`config.mk`:
```
export PLATFORM = sky130hd
export DESIGN_NAME = pmod_top
export DESIGN_NICKNAME = d
export VERILOG_FILES = /design/src/logic/pmod_pkg.sv /design/src/logic/pmod_top.sv /design/src/logic/sample_reporter.sv /design/src/logic/uart_tx.sv /design/src/logic/sample_cal.sv /design/src/logic/codec_tdm.sv
export SDC_FILE = /design/constraint.sdc
export NUM_CORES = 1
export LEC_CHECK = 0
export BUFFER_PORTS_ARGS = -buffer_cell sky130_fd_sc_hd__buf_2
export CAP_MARGIN = 20
export CORE_MARGIN = 8
export CORE_UTILIZATION = 30
export DETAILED_ROUTE_END_ITERATION = 8
export GPL_ROUTABILITY_DRIVEN = 0
export PLACE_DENSITY_LB_ADDON = 0.3
export SETUP_SLACK_MARGIN = 0.3
export SYNTH_ARGS = -nofsm -noshare
export SYNTH_HDL_FRONTEND = slang
export SYNTH_SLANG_ARGS = --single-unit
```
`constraint.sdc`:
```
create_clock -name CLK -period 13.6 [get_ports CLK]
set_input_delay 0.68 -clock CLK [delete_from_list [all_inputs] [get_ports CLK]]
set_output_delay 0.68 -clock CLK [all_outputs]
set_load 0.01 [all_outputs]
```
`src/logic/pmod_pkg.sv`:
```
// Shared types and constants for the eurorack sample path
// Sample word views, channel count and the fixed calibration table
package pmod_pkg;

    localparam int num_ch = 4;

    typedef logic signed [15:0] sample_t;

    typedef struct packed {
        logic [7:0] msb;
        logic [7:0] lsb;
    } sample_bytes_t;

    // One sample word, seen as a number or as two UART bytes
    typedef union packed {
        sample_t       value;
        sample_bytes_t bytes;
    } sample_word_t;

    // Entries 0-3 correct the inputs, 4-7 the outputs
    localparam sample_t cal_offset [8] = '{
        16'sd212, -16'sd148, 16'sd64, -16'sd305,
        -16'sd96, 16'sd141, 16'sd0, 16'sd230
    };

    // Q4.12 gains, 4096 is unity
    localparam logic [15:0] cal_gain [8] = '{
        16'd4506, 16'd4096, 16'd3891, 16'd4710,
        16'd4300, 16'd3686, 16'd4915, 16'd4096
    };

    localparam int cal_shift = 12;

endpackage
```
`src/logic/pmod_top.sv`:
```
`timescale 1ns/1ns
// Eurorack sample path top level
// Codec port, input and output calibration, mirror core and UART reporter
module pmod_top #(
    parameter int bick_div     = 2,
    parameter int clks_per_bit = 104
) (
    input  logic CLK,
    input  logic rst,
    input  logic sdout,
    output logic pdn,
    output logic bick,
    output logic lrck,
    output logic sdin,
    output logic tx,
    output logic led_sample,
    output logic led_frame
);
    import pmod_pkg::*;

    logic       sample_strobe;
    sample_t    adc0, adc1, adc2, adc3;
    sample_t    dac0, dac1, dac2, dac3;
    sample_t    cal_in0, cal_in1, cal_in2, cal_in3;
    sample_t    core_out0, core_out1, core_out2, core_out3;
    logic       tx_start;
    logic [7:0] tx_data;
    logic       tx_busy;

    codec_tdm #(.bick_div(bick_div)) u_codec (
        .CLK(CLK), .rst(rst), .sdout(sdout),
        .dac0(dac0), .dac1(dac1), .dac2(dac2), .dac3(dac3),
        .pdn(pdn), .bick(bick), .lrck(lrck), .sdin(sdin),
        .sample_strobe(sample_strobe),
        .adc0(adc0), .adc1(adc1), .adc2(adc2), .adc3(adc3)
    );

    // The analog front end inverts the ADC words
    sample_cal u_cal (
        .CLK(CLK), .rst(rst), .sample_strobe(sample_strobe),
        .in0(~adc0), .in1(~adc1), .in2(~adc2), .in3(~adc3),
        .in4(core_out0), .in5(core_out1), .in6(core_out2), .in7(core_out3),
        .out0(cal_in0), .out1(cal_in1), .out2(cal_in2), .out3(cal_in3),
        .out4(dac0), .out5(dac1), .out6(dac2), .out7(dac3)
    );

    // Mirror core
    assign core_out0 = cal_in0;
    assign core_out1 = cal_in1;
    assign core_out2 = cal_in2;
    assign core_out3 = cal_in3;

    sample_reporter u_reporter (
        .CLK(CLK), .rst(rst), .sample_strobe(sample_strobe), .busy(tx_busy),
        .cal_in0(cal_in0), .cal_in1(cal_in1), .cal_in2(cal_in2), .cal_in3(cal_in3),
        .tx_start(tx_start), .tx_data(tx_data),
        .led_sample(led_sample), .led_frame(led_frame)
    );

    uart_tx #(.clks_per_bit(clks_per_bit)) u_uart (
        .CLK(CLK), .rst(rst), .tx_start(tx_start), .tx_data(tx_data),
        .tx(tx), .busy(tx_busy)
    );

endmodule

```
`src/logic/sample_reporter.sv`:
```
`timescale 1ns/1ns
// Sample reporter
// Sends "CH", the channel digit and one calibrated sample per channel
// over the UART, rotating through the input channels
module sample_reporter (
    input  logic              CLK,
    input  logic              rst,
    input  logic              sample_strobe,
    input  logic              busy,
    input  pmod_pkg::sample_t cal_in0,
    input  pmod_pkg::sample_t cal_in1,
    input  pmod_pkg::sample_t cal_in2,
    input  pmod_pkg::sample_t cal_in3,
    output logic              tx_start,
    output logic [7:0]        tx_data,
    output logic              led_sample,
    output logic              led_frame
);
    import pmod_pkg::*;

    typedef enum logic [2:0] {
        st_c,
        st_h,
        st_digit,
        st_msb,
        st_lsb
    } step_t;

    step_t        step;
    logic [1:0]   chan;
    logic         latched;
    sample_word_t word;
    sample_t      chan_sample;
    logic         can_send;

    always_comb begin
        case (chan)
            2'd0:    chan_sample = cal_in0;
            2'd1:    chan_sample = cal_in1;
            2'd2:    chan_sample = cal_in2;
            default: chan_sample = cal_in3;
        endcase
    end

    // Skip the cycle right after a start, before busy shows up
    assign can_send = !busy && !tx_start;

    always_ff @(posedge CLK) begin
        if (rst) begin
            step       <= st_c;
            chan       <= '0;
            latched    <= 1'b0;
            tx_start   <= 1'b0;
            led_sample <= 1'b0;
            led_frame  <= 1'b0;
        end else begin
            tx_start <= 1'b0;
            // Latch step: take the first sample after the digit went out
            if (step == st_msb && !latched && sample_strobe) begin
                word.value <= chan_sample;
                latched    <= 1'b1;
                led_sample <= ~led_sample;
            end
            if (can_send) begin
                case (step)
                    st_c: begin
                        tx_data  <= "C";
                        tx_start <= 1'b1;
                        step     <= st_h;
                    end
                    st_h: begin
                        tx_data  <= "H";
                        tx_start <= 1'b1;
                        step     <= st_digit;
                    end
                    st_digit: begin
                        tx_data  <= "0" + {6'd0, chan};
                        tx_start <= 1'b1;
                        step     <= st_msb;
                    end
                    st_msb: begin
                        if (latched) begin
                            tx_data  <= word.bytes.msb;
                            tx_start <= 1'b1;
                            step     <= st_lsb;
                        end
                    end
                    default: begin
                        tx_data   <= word.bytes.lsb;
                        tx_start  <= 1'b1;
                        step      <= st_c;
                        latched   <= 1'b0;
                        led_frame <= ~led_frame;
                        chan      <= (chan == 2'(num_ch - 1)) ? 2'd0 : chan + 2'd1;
                    end
                endcase
            end
        end
    end

endmodule

```
`src/logic/uart_tx.sv`:
```
`timescale 1ns/1ns
// UART transmitter, 8N1
// Start bit, eight data bits LSB first, stop bit; busy covers the frame
module uart_tx #(
    parameter int clks_per_bit = 104
) (
    input  logic       CLK,
    input  logic       rst,
    input  logic       tx_start,
    input  logic [7:0] tx_data,
    output logic       tx,
    output logic       busy
);
    localparam int cnt_w = (clks_per_bit > 1) ? $clog2(clks_per_bit) : 1;

    logic [cnt_w-1:0] clk_cnt;
    logic [3:0]       bit_idx;
    logic [8:0]       frame;
    logic             bit_done;

    assign bit_done = (clk_cnt == cnt_w'(clks_per_bit - 1));

    always_ff @(posedge CLK) begin
        if (rst) begin
            tx      <= 1'b1;
            busy    <= 1'b0;
            clk_cnt <= '0;
            bit_idx <= '0;
        end else if (!busy) begin
            if (tx_start) begin
                tx      <= 1'b0;
                busy    <= 1'b1;
                clk_cnt <= '0;
                bit_idx <= '0;
            end
        end else if (bit_done) begin
            clk_cnt <= '0;
            // Index 9 is the stop bit
            if (bit_idx == 4'd9) begin
                busy <= 1'b0;
            end else begin
                tx      <= frame[0];
                bit_idx <= bit_idx + 4'd1;
            end
        end else begin
            clk_cnt <= clk_cnt + 1'b1;
        end
    end

    // Remaining data bits plus the stop bit
    always_ff @(posedge CLK) begin
        if (!busy && tx_start) begin
            frame <= {1'b1, tx_data};
        end else if (busy && bit_done) begin
            frame <= {1'b1, frame[8:1]};
        end
    end

endmodule

```
`src/logic/sample_cal.sv`:
```
`timescale 1ns/1ns
// Channel calibration
// Steps one offset, gain and saturate datapath through all eight
// channels after each sample strobe
module sample_cal (
    input  logic              CLK,
    input  logic              rst,
    input  logic              sample_strobe,
    input  pmod_pkg::sample_t in0,
    input  pmod_pkg::sample_t in1,
    input  pmod_pkg::sample_t in2,
    input  pmod_pkg::sample_t in3,
    input  pmod_pkg::sample_t in4,
    input  pmod_pkg::sample_t in5,
    input  pmod_pkg::sample_t in6,
    input  pmod_pkg::sample_t in7,
    output pmod_pkg::sample_t out0,
    output pmod_pkg::sample_t out1,
    output pmod_pkg::sample_t out2,
    output pmod_pkg::sample_t out3,
    output pmod_pkg::sample_t out4,
    output pmod_pkg::sample_t out5,
    output pmod_pkg::sample_t out6,
    output pmod_pkg::sample_t out7
);
    import pmod_pkg::*;

    localparam int num_cal = 2 * num_ch;

    sample_t                      snap  [num_cal];
    sample_t                      out_r [num_cal];
    logic [$clog2(num_cal)-1:0]   ch;
    logic                         active;
    logic signed [16:0]           diff;
    logic signed [33:0]           prod;
    logic signed [33:0]           scaled;
    sample_t                      result;

    // Shared datapath for the channel being processed
    assign diff   = snap[ch] - cal_offset[ch];
    assign prod   = diff * $signed({1'b0, cal_gain[ch]});
    assign scaled = prod >>> cal_shift;

    always_comb begin
        if (scaled > 34'sd32767) begin
            result = 16'sh7fff;
        end else if (scaled < -34'sd32768) begin
            result = 16'sh8000;
        end else begin
            result = scaled[15:0];
        end
    end

    always_ff @(posedge CLK) begin
        if (sample_strobe) begin
            snap[0] <= in0;
            snap[1] <= in1;
            snap[2] <= in2;
            snap[3] <= in3;
            snap[4] <= in4;
            snap[5] <= in5;
            snap[6] <= in6;
            snap[7] <= in7;
        end
    end

    always_ff @(posedge CLK) begin
        if (rst) begin
            active <= 1'b0;
            ch     <= '0;
            for (int i = 0; i < num_cal; i++) begin
                out_r[i] <= '0;
            end
        end else if (sample_strobe) begin
            active <= 1'b1;
            ch     <= '0;
        end else if (active) begin
            out_r[ch] <= result;
            if (ch == $clog2(num_cal)'(num_cal - 1)) begin
                active <= 1'b0;
            end
            ch <= ch + 1'b1;
        end
    end

    assign out0 = out_r[0];
    assign out1 = out_r[1];
    assign out2 = out_r[2];
    assign out3 = out_r[3];
    assign out4 = out_r[4];
    assign out5 = out_r[5];
    assign out6 = out_r[6];
    assign out7 = out_r[7];

endmodule

```
`src/logic/codec_tdm.sv`:
```
`timescale 1ns/1ns
// TDM codec port
// Makes bit and frame clocks for four 32-bit slots and moves 16-bit
// ADC and DAC words between the serial lines and parallel ports
module codec_tdm #(
    parameter int bick_div = 2
) (
    input  logic              CLK,
    input  logic              rst,
    input  logic              sdout,
    input  pmod_pkg::sample_t dac0,
    input  pmod_pkg::sample_t dac1,
    input  pmod_pkg::sample_t dac2,
    input  pmod_pkg::sample_t dac3,
    output logic              pdn,
    output logic              bick,
    output logic              lrck,
    output logic              sdin,
    output logic              sample_strobe,
    output pmod_pkg::sample_t adc0,
    output pmod_pkg::sample_t adc1,
    output pmod_pkg::sample_t adc2,
    output pmod_pkg::sample_t adc3
);
    localparam int div_w = (bick_div > 1) ? $clog2(bick_div) : 1;
    // Last data bit of slot 3, all ADC words are complete after it
    localparam logic [6:0] last_data_bit = 7'd111;

    logic [div_w-1:0] div_cnt;
    logic [6:0]       bit_cnt;
    logic [6:0]       next_bit;
    logic             tick;
    logic             bick_rise;
    logic             bick_fall;
    logic [63:0]      rx_shift;
    logic [63:0]      tx_shift;

    assign tick      = (div_cnt == div_w'(bick_div - 1));
    assign bick_rise = tick & ~bick;
    assign bick_fall = tick & bick;
    assign next_bit  = bit_cnt + 7'd1;

    always_ff @(posedge CLK) begin
        if (rst) begin
            pdn           <= 1'b0;
            div_cnt       <= '0;
            bick          <= 1'b0;
            bit_cnt       <= '0;
            lrck          <= 1'b1;
            sdin          <= 1'b0;
            tx_shift      <= '0;
            sample_strobe <= 1'b0;
        end else begin
            pdn           <= 1'b1;
            sample_strobe <= 1'b0;
            div_cnt       <= tick ? '0 : div_cnt + 1'b1;
            if (tick) begin
                bick <= ~bick;
            end
            // Everything on the serial side moves on the falling bick
            if (bick_fall) begin
                bit_cnt <= next_bit;
                lrck    <= (next_bit[6:5] == 2'd0);
                if (next_bit == 7'd0) begin
                    // New frame, take the DAC words
                    tx_shift <= {dac0[14:0], dac1, dac2, dac3, 1'b0};
                    sdin     <= dac0[15];
                end else if (!next_bit[4]) begin
                    tx_shift <= {tx_shift[62:0], 1'b0};
                    sdin     <= tx_shift[63];
                end else begin
                    sdin <= 1'b0;
                end
                if (bit_cnt == last_data_bit) begin
                    sample_strobe <= 1'b1;
                end
            end
        end
    end

    // Receive side, data bits only
    always_ff @(posedge CLK) begin
        if (bick_rise && !bit_cnt[4]) begin
            rx_shift <= {rx_shift[62:0], sdout};
        end
        if (bick_fall && bit_cnt == last_data_bit) begin
            adc0 <= rx_shift[63:48];
            adc1 <= rx_shift[47:32];
            adc2 <= rx_shift[31:16];
            adc3 <= rx_shift[15:0];
        end
    end

endmodule

```
---- After elaboration in Yosys (flattened, before gate mapping) ----
Memories as Yosys holds them, arrays and structs flattened. A register that Yosys moved wholly into a read port is not among the register bits.
Index checks and enable logic that the tools add are counted.
storage, ports and cells
  bits in registers ....................... 263
  RAM bits ................................ 256
  bits in read-only memories .............. 256
  memories kept ........................... 4
cells by class
  magnitude comparators ................... 3
  add/sub/neg operators ................... 8
  muxes and demuxes ....................... 56
  bitwise operators ....................... 14
  multipliers ............................. 1
  equal/unequal tests ..................... 14
  reductions and logical operators ........ 29
memories
  memory            depth  bits a word  read ports  clocked after Yosys merged registers in  wr ports  line              RTL
  (name not given)  8      16           1           0                                        0         sample_cal.sv:40  assign diff = snap[ch] - cal_offset[ch];
  (name not given)  8      16           1           0                                        0         sample_cal.sv:41  assign prod = diff * $signed({1'b0, cal_gain[ch]});
  u_cal.out_r       8      16           8           0                                        8         sample_cal.sv:31  sample_t out_r [num_cal];
  u_cal.snap        8      16           1           1                                        8         sample_cal.sv:30  sample_t snap [num_cal];
operator list
  operator                                                         count
  two-way mux 64 bit                                               2
  two-way mux 16 bit                                               7
  inverter 16 bit                                                  4
  case mux 16 bit (3 select lines)                                 1
  multiplier 17 x 17 -> 34 bit                                     1
  case mux 8 bit (4 select lines)                                  1
  two-way mux 1 bit                                                29
  two-way mux 8 bit                                                3
  greater-than comparator 22 x 16 -> 1 bit, second input constant  1
  less-than comparator 22 x 16 -> 1 bit, second input constant     1
  two-way mux 7 bit                                                3
  subtractor 16 x 16 -> 17 bit                                     1
  two-way mux 4 bit                                                4
  OR reduction 16 bit                                              1
  adder 7 x 1 -> 7 bit, second input constant                      2
  equality test 7 bit, second input constant                       2
  two-way mux 3 bit                                                4
  case mux 3 bit (4 select lines)                                  1
  AND reduction 2 bit                                              4
  OR reduction 2 bit                                               4
  adder 6 x 2 -> 7 bit, first input constant                       1
  logical AND 1 bit                                                7
  logical NOT 7 bit                                                1
  inverter 1 bit                                                   7
  other kinds (22)                                                 33

---- Logic depth before layout (Yosys ltp) ----
  depth after elaboration ................. 10
  depth in mapped cells ................... 42
  gate-level depth less buffers ........... 38

---- Modules after synthesis ----
Synthesis repeated with hierarchy kept, for this count alone.
unflattened totals
  cell total of the unflattened synthesis .. 2649
  area, all modules ....................... 31214.9 µm²
modules (own cells, without submodules)
  module           area each (µm²)  times used  cells each  seq. area each (µm²)
  sample_cal       20364.5          1           1761        7827.5
  codec_tdm        7801.2           1           564         5365.1
  sample_reporter  1773.0           1           158         900.9
  uart_tx          1036.0           1           102         500.5
  pmod_top         240.2            1           64          0.0

---- Least setup slack after synthesis ----
OpenSTA, ideal clock, no wires.
  path kind ............................... flip-flop to flip-flop
  from .................................... register with a tool-made name
  to ...................................... memory u_cal.out_r[0][1] (netlist name), data pin
  setup slack ............................. 2994 ps
  path buffers ............................ 7
  stages on the path, launching flop included .. 39
  data arrival time ....................... 10327 ps
  data required time ...................... 13322 ps
  path through ............................ dfxtp_1 clkbuf_1 buf_1 mux4_2 mux2i_1 ha_1 inv_1 fa_1 a21o_1 a21o_1 a21oi_1 o21ai_0 a41oi_1 a2111oi_0 o32a_1 clkbuf_1 nor2_1 fa_1 [3 not listed] xor2_1 fa_1 fa_1 inv_1 fa_1 inv_1 ha_1 clkbuf_1 and3_1 nand3_1 a211oi_1 nor2_1 xor2_1 nand4_1 o31ai_4 buf_4 buf_4 a211oi_1
RTL lines
  element    line
  to (decl)  sample_cal.sv:31

==> impl_metrics.ini <==
[power]
p_leak_nw = 13.59
p_total_mw = 3.543
peakVddDrop_uv = 83.44
powerDensity_nw_per_um2 = 104.8

[flow_run]
maxCapViolCount = 0

[floorplan]
die_h_um = 333.4
initial_utilization_pct = 30.22
ios = 10
die_w_um = 333.4
die_area_sq_um = 111200
core_area_sq_um = 100000
core.rowCount = 116

[sta]
worstMarginPinSlew_ps = 1055
fin_skew_ps = 37.81
setup-tns-final_ps = 0
fin_hold_ws_ps = 258.9
timing.final.crit_period_ps = 12130
setup_ws_ps = 1467
timing.final.crit_share_pct = 89.22
slew_headroom_pct = 29.70
timing.fmax_ghz = 0.08242
final-setup-viol-count = 0
rsz0062_at_grt = false
slew_violations = 0
report.final.hold_viol_count = 0

[yosys]
async_flop_share_pct = 0
synth_edf_count = 416
avgSynthCellArea_sq_um = 11.90
yosys_warnings = 0
synth_fp_nets = 2888
synthFlopType = edfxtp_1
syn_area_sq_um = 30220
synthCells = 2539
synth_seq_cells = 521
synth_cell_types = 74
yosysSeqAreaShare_pct = 48.29

[worst_setup_path]
crit_top_cell = fa_1
cp-end-kind = register
worst-path-max-fanout = 88
cp.buffers_inverters = 4
crit_slowest_cell = fa_1
reg2regPathDepth = 30
endpoint = u_cal.out_r[3][1]
cp_top_family = adder cells
critPathLaunchType = register
critPathArrivalTime_ps = 12430
crit_type = reg2reg
reg2reg_to = u_cal.out_r[3][1]
cp.depth = 30
cpPeakStageDelay_ps = 930
r2r_setup_slack_ps = 1470
cp_data_required_time_ps = 13900

[placement]
dp_slack_ps = 1577
placed_cell_area_sq_um = 31760
port_buffers = 9
post-dp-hpwl_um = 51700
placed_cells = 3763

[routing]
drc = 0
drt_iter0_markers = 1567
wl_per_cell_um = 18.95
drt-pass1-iter-count = 6
ant_nets = 0
num_vias = 18560
via_per_inst = 4.799
wl_um = 73300

[cts]
clkTransAtPathRegs_ps = 60
htreeDepth = 2
postCtsHoldBufs = 0
cts_buffer_depth = 3
postCtsSetupRepairBufs = 0
cts_tree = yes
post_cts_resized = 0
cts_inserted_buffers = 55
cts_sinks = 521
clkLatencyLatePin_ps = 630
root_buffer = clkbuf_16

[global_route]
antenna_found_initial = 0
grt.total_usage_pct = 13.08
grt_pass1_vias = 18790
grt_pass1_wl_um = 115100
grt-ovfl-total = 0
grt_max_degree = 89

[cells_and_area]
utilization_pct = 33.81
fin_cells = 3867
final_cell_mix = inv_1 (433), edfxtp_1 (416), fa_1 (211), nor2_1 (194), a211oi_1 (154)
drive_gt1_share_pct = 8.953
area_delta_synth_final_pct = 11.86
nets = 2871
multi_input_area_sq_um = 13610
layout_commonest_cell = inv_1
fill_cells = 9781
seq_area_sq_um = 14600
diodes = 0
final_area_sq_um = 33810

[worst_hold_path]
min_path_cells = 1
holdCritPathClass = in2reg

[status]
run_status = complete, no violations
[layout make-up]
type                            count  share of cell area (%)
Timing Repair Buffer               43                  0.8956
Clock inverter                     33                   1.514
Multi-Input combinational cell   1468                   40.25
Tap cell                         1298                   4.804
Inverter                          433                   4.807
Clock buffer                       71                   4.552
Sequential cell                   521                   43.18
[worst min path at each step]
stage                              start                  end  slack [ps]
floorplan           u_codec.rx_shift[63]     u_codec.adc0[15]         400
global placement    u_codec.rx_shift[63]     u_codec.adc0[15]         410
detailed placement  u_codec.rx_shift[63]     u_codec.adc0[15]         420
CTS                                sdout  u_codec.rx_shift[0]         220
global route                       sdout  u_codec.rx_shift[0]         230
finish                             sdout  u_codec.rx_shift[0]         260
[state kept, by name (all words and copies together) (netlist names), 2 cells and up, named ones only]
| name | flops |
|---|---|
| u_codec.adc3 | 16 |
| u_reporter.chan | 2 |
| u_uart.bit_idx | 4 |
| u_cal.snap | 128 |
| u_uart.frame | 8 |
| u_uart.clk_cnt | 7 |
| u_cal.out_r | 128 |
| u_reporter.tx_data | 8 |
| u_codec.rx_shift | 64 |
| u_cal.ch | 3 |
| u_reporter.step | 3 |
| u_codec.tx_shift | 63 |
| u_codec.adc1 | 16 |
| u_codec.bit_cnt | 7 |
| u_codec.adc2 | 16 |
| u_reporter.word | 16 |
| u_codec.adc0 | 16 |
[where the power goes]
part	total, mW	switching, mW	internal (mW)	leakage [nW]
clock	1.65	0.653	1.00	0.995
sequential	1.80	0.0270	1.77	4.80
combinational	0.0903	0.0616	0.0287	7.80
[layer usage]
layer | GRT usage [%] | routed length, um
met3 | 1.270 | 3190
met2 | 20.62 | 33400
met5 | 0 | 0
met1 | 19.06 | 34810
met4 | 3.737 | 1894
[kinds of logic after synthesis]
kind of cell	synth area share [%]
buf+inv	6.947
simple gates	8.333
flops	48.29
compound gates	9.132
fa+ha+maj	19.63
mux	5.961
xor+xnor	1.710
[synth_stat cells (all sizes together), types with 29 or more instances]
cell type  number  area, sq um
nor3           68        351.6
a211oi        154         1156
xor2           30        262.8
fa            211         4224
dfxtp         105         2102
o21ai          38        190.2
ha            135         1689
buf            34        162.7
xnor2          29        254.0
mux4           32        720.7
mux2i          81        810.8
nor2          194        728.2
inv           433         1625
clkbuf         83        311.6
nand3          32        160.2
nand2         134        503.0
edfxtp        416        12490
a21oi          57        285.3
Power figures use the tool's default switching activity.
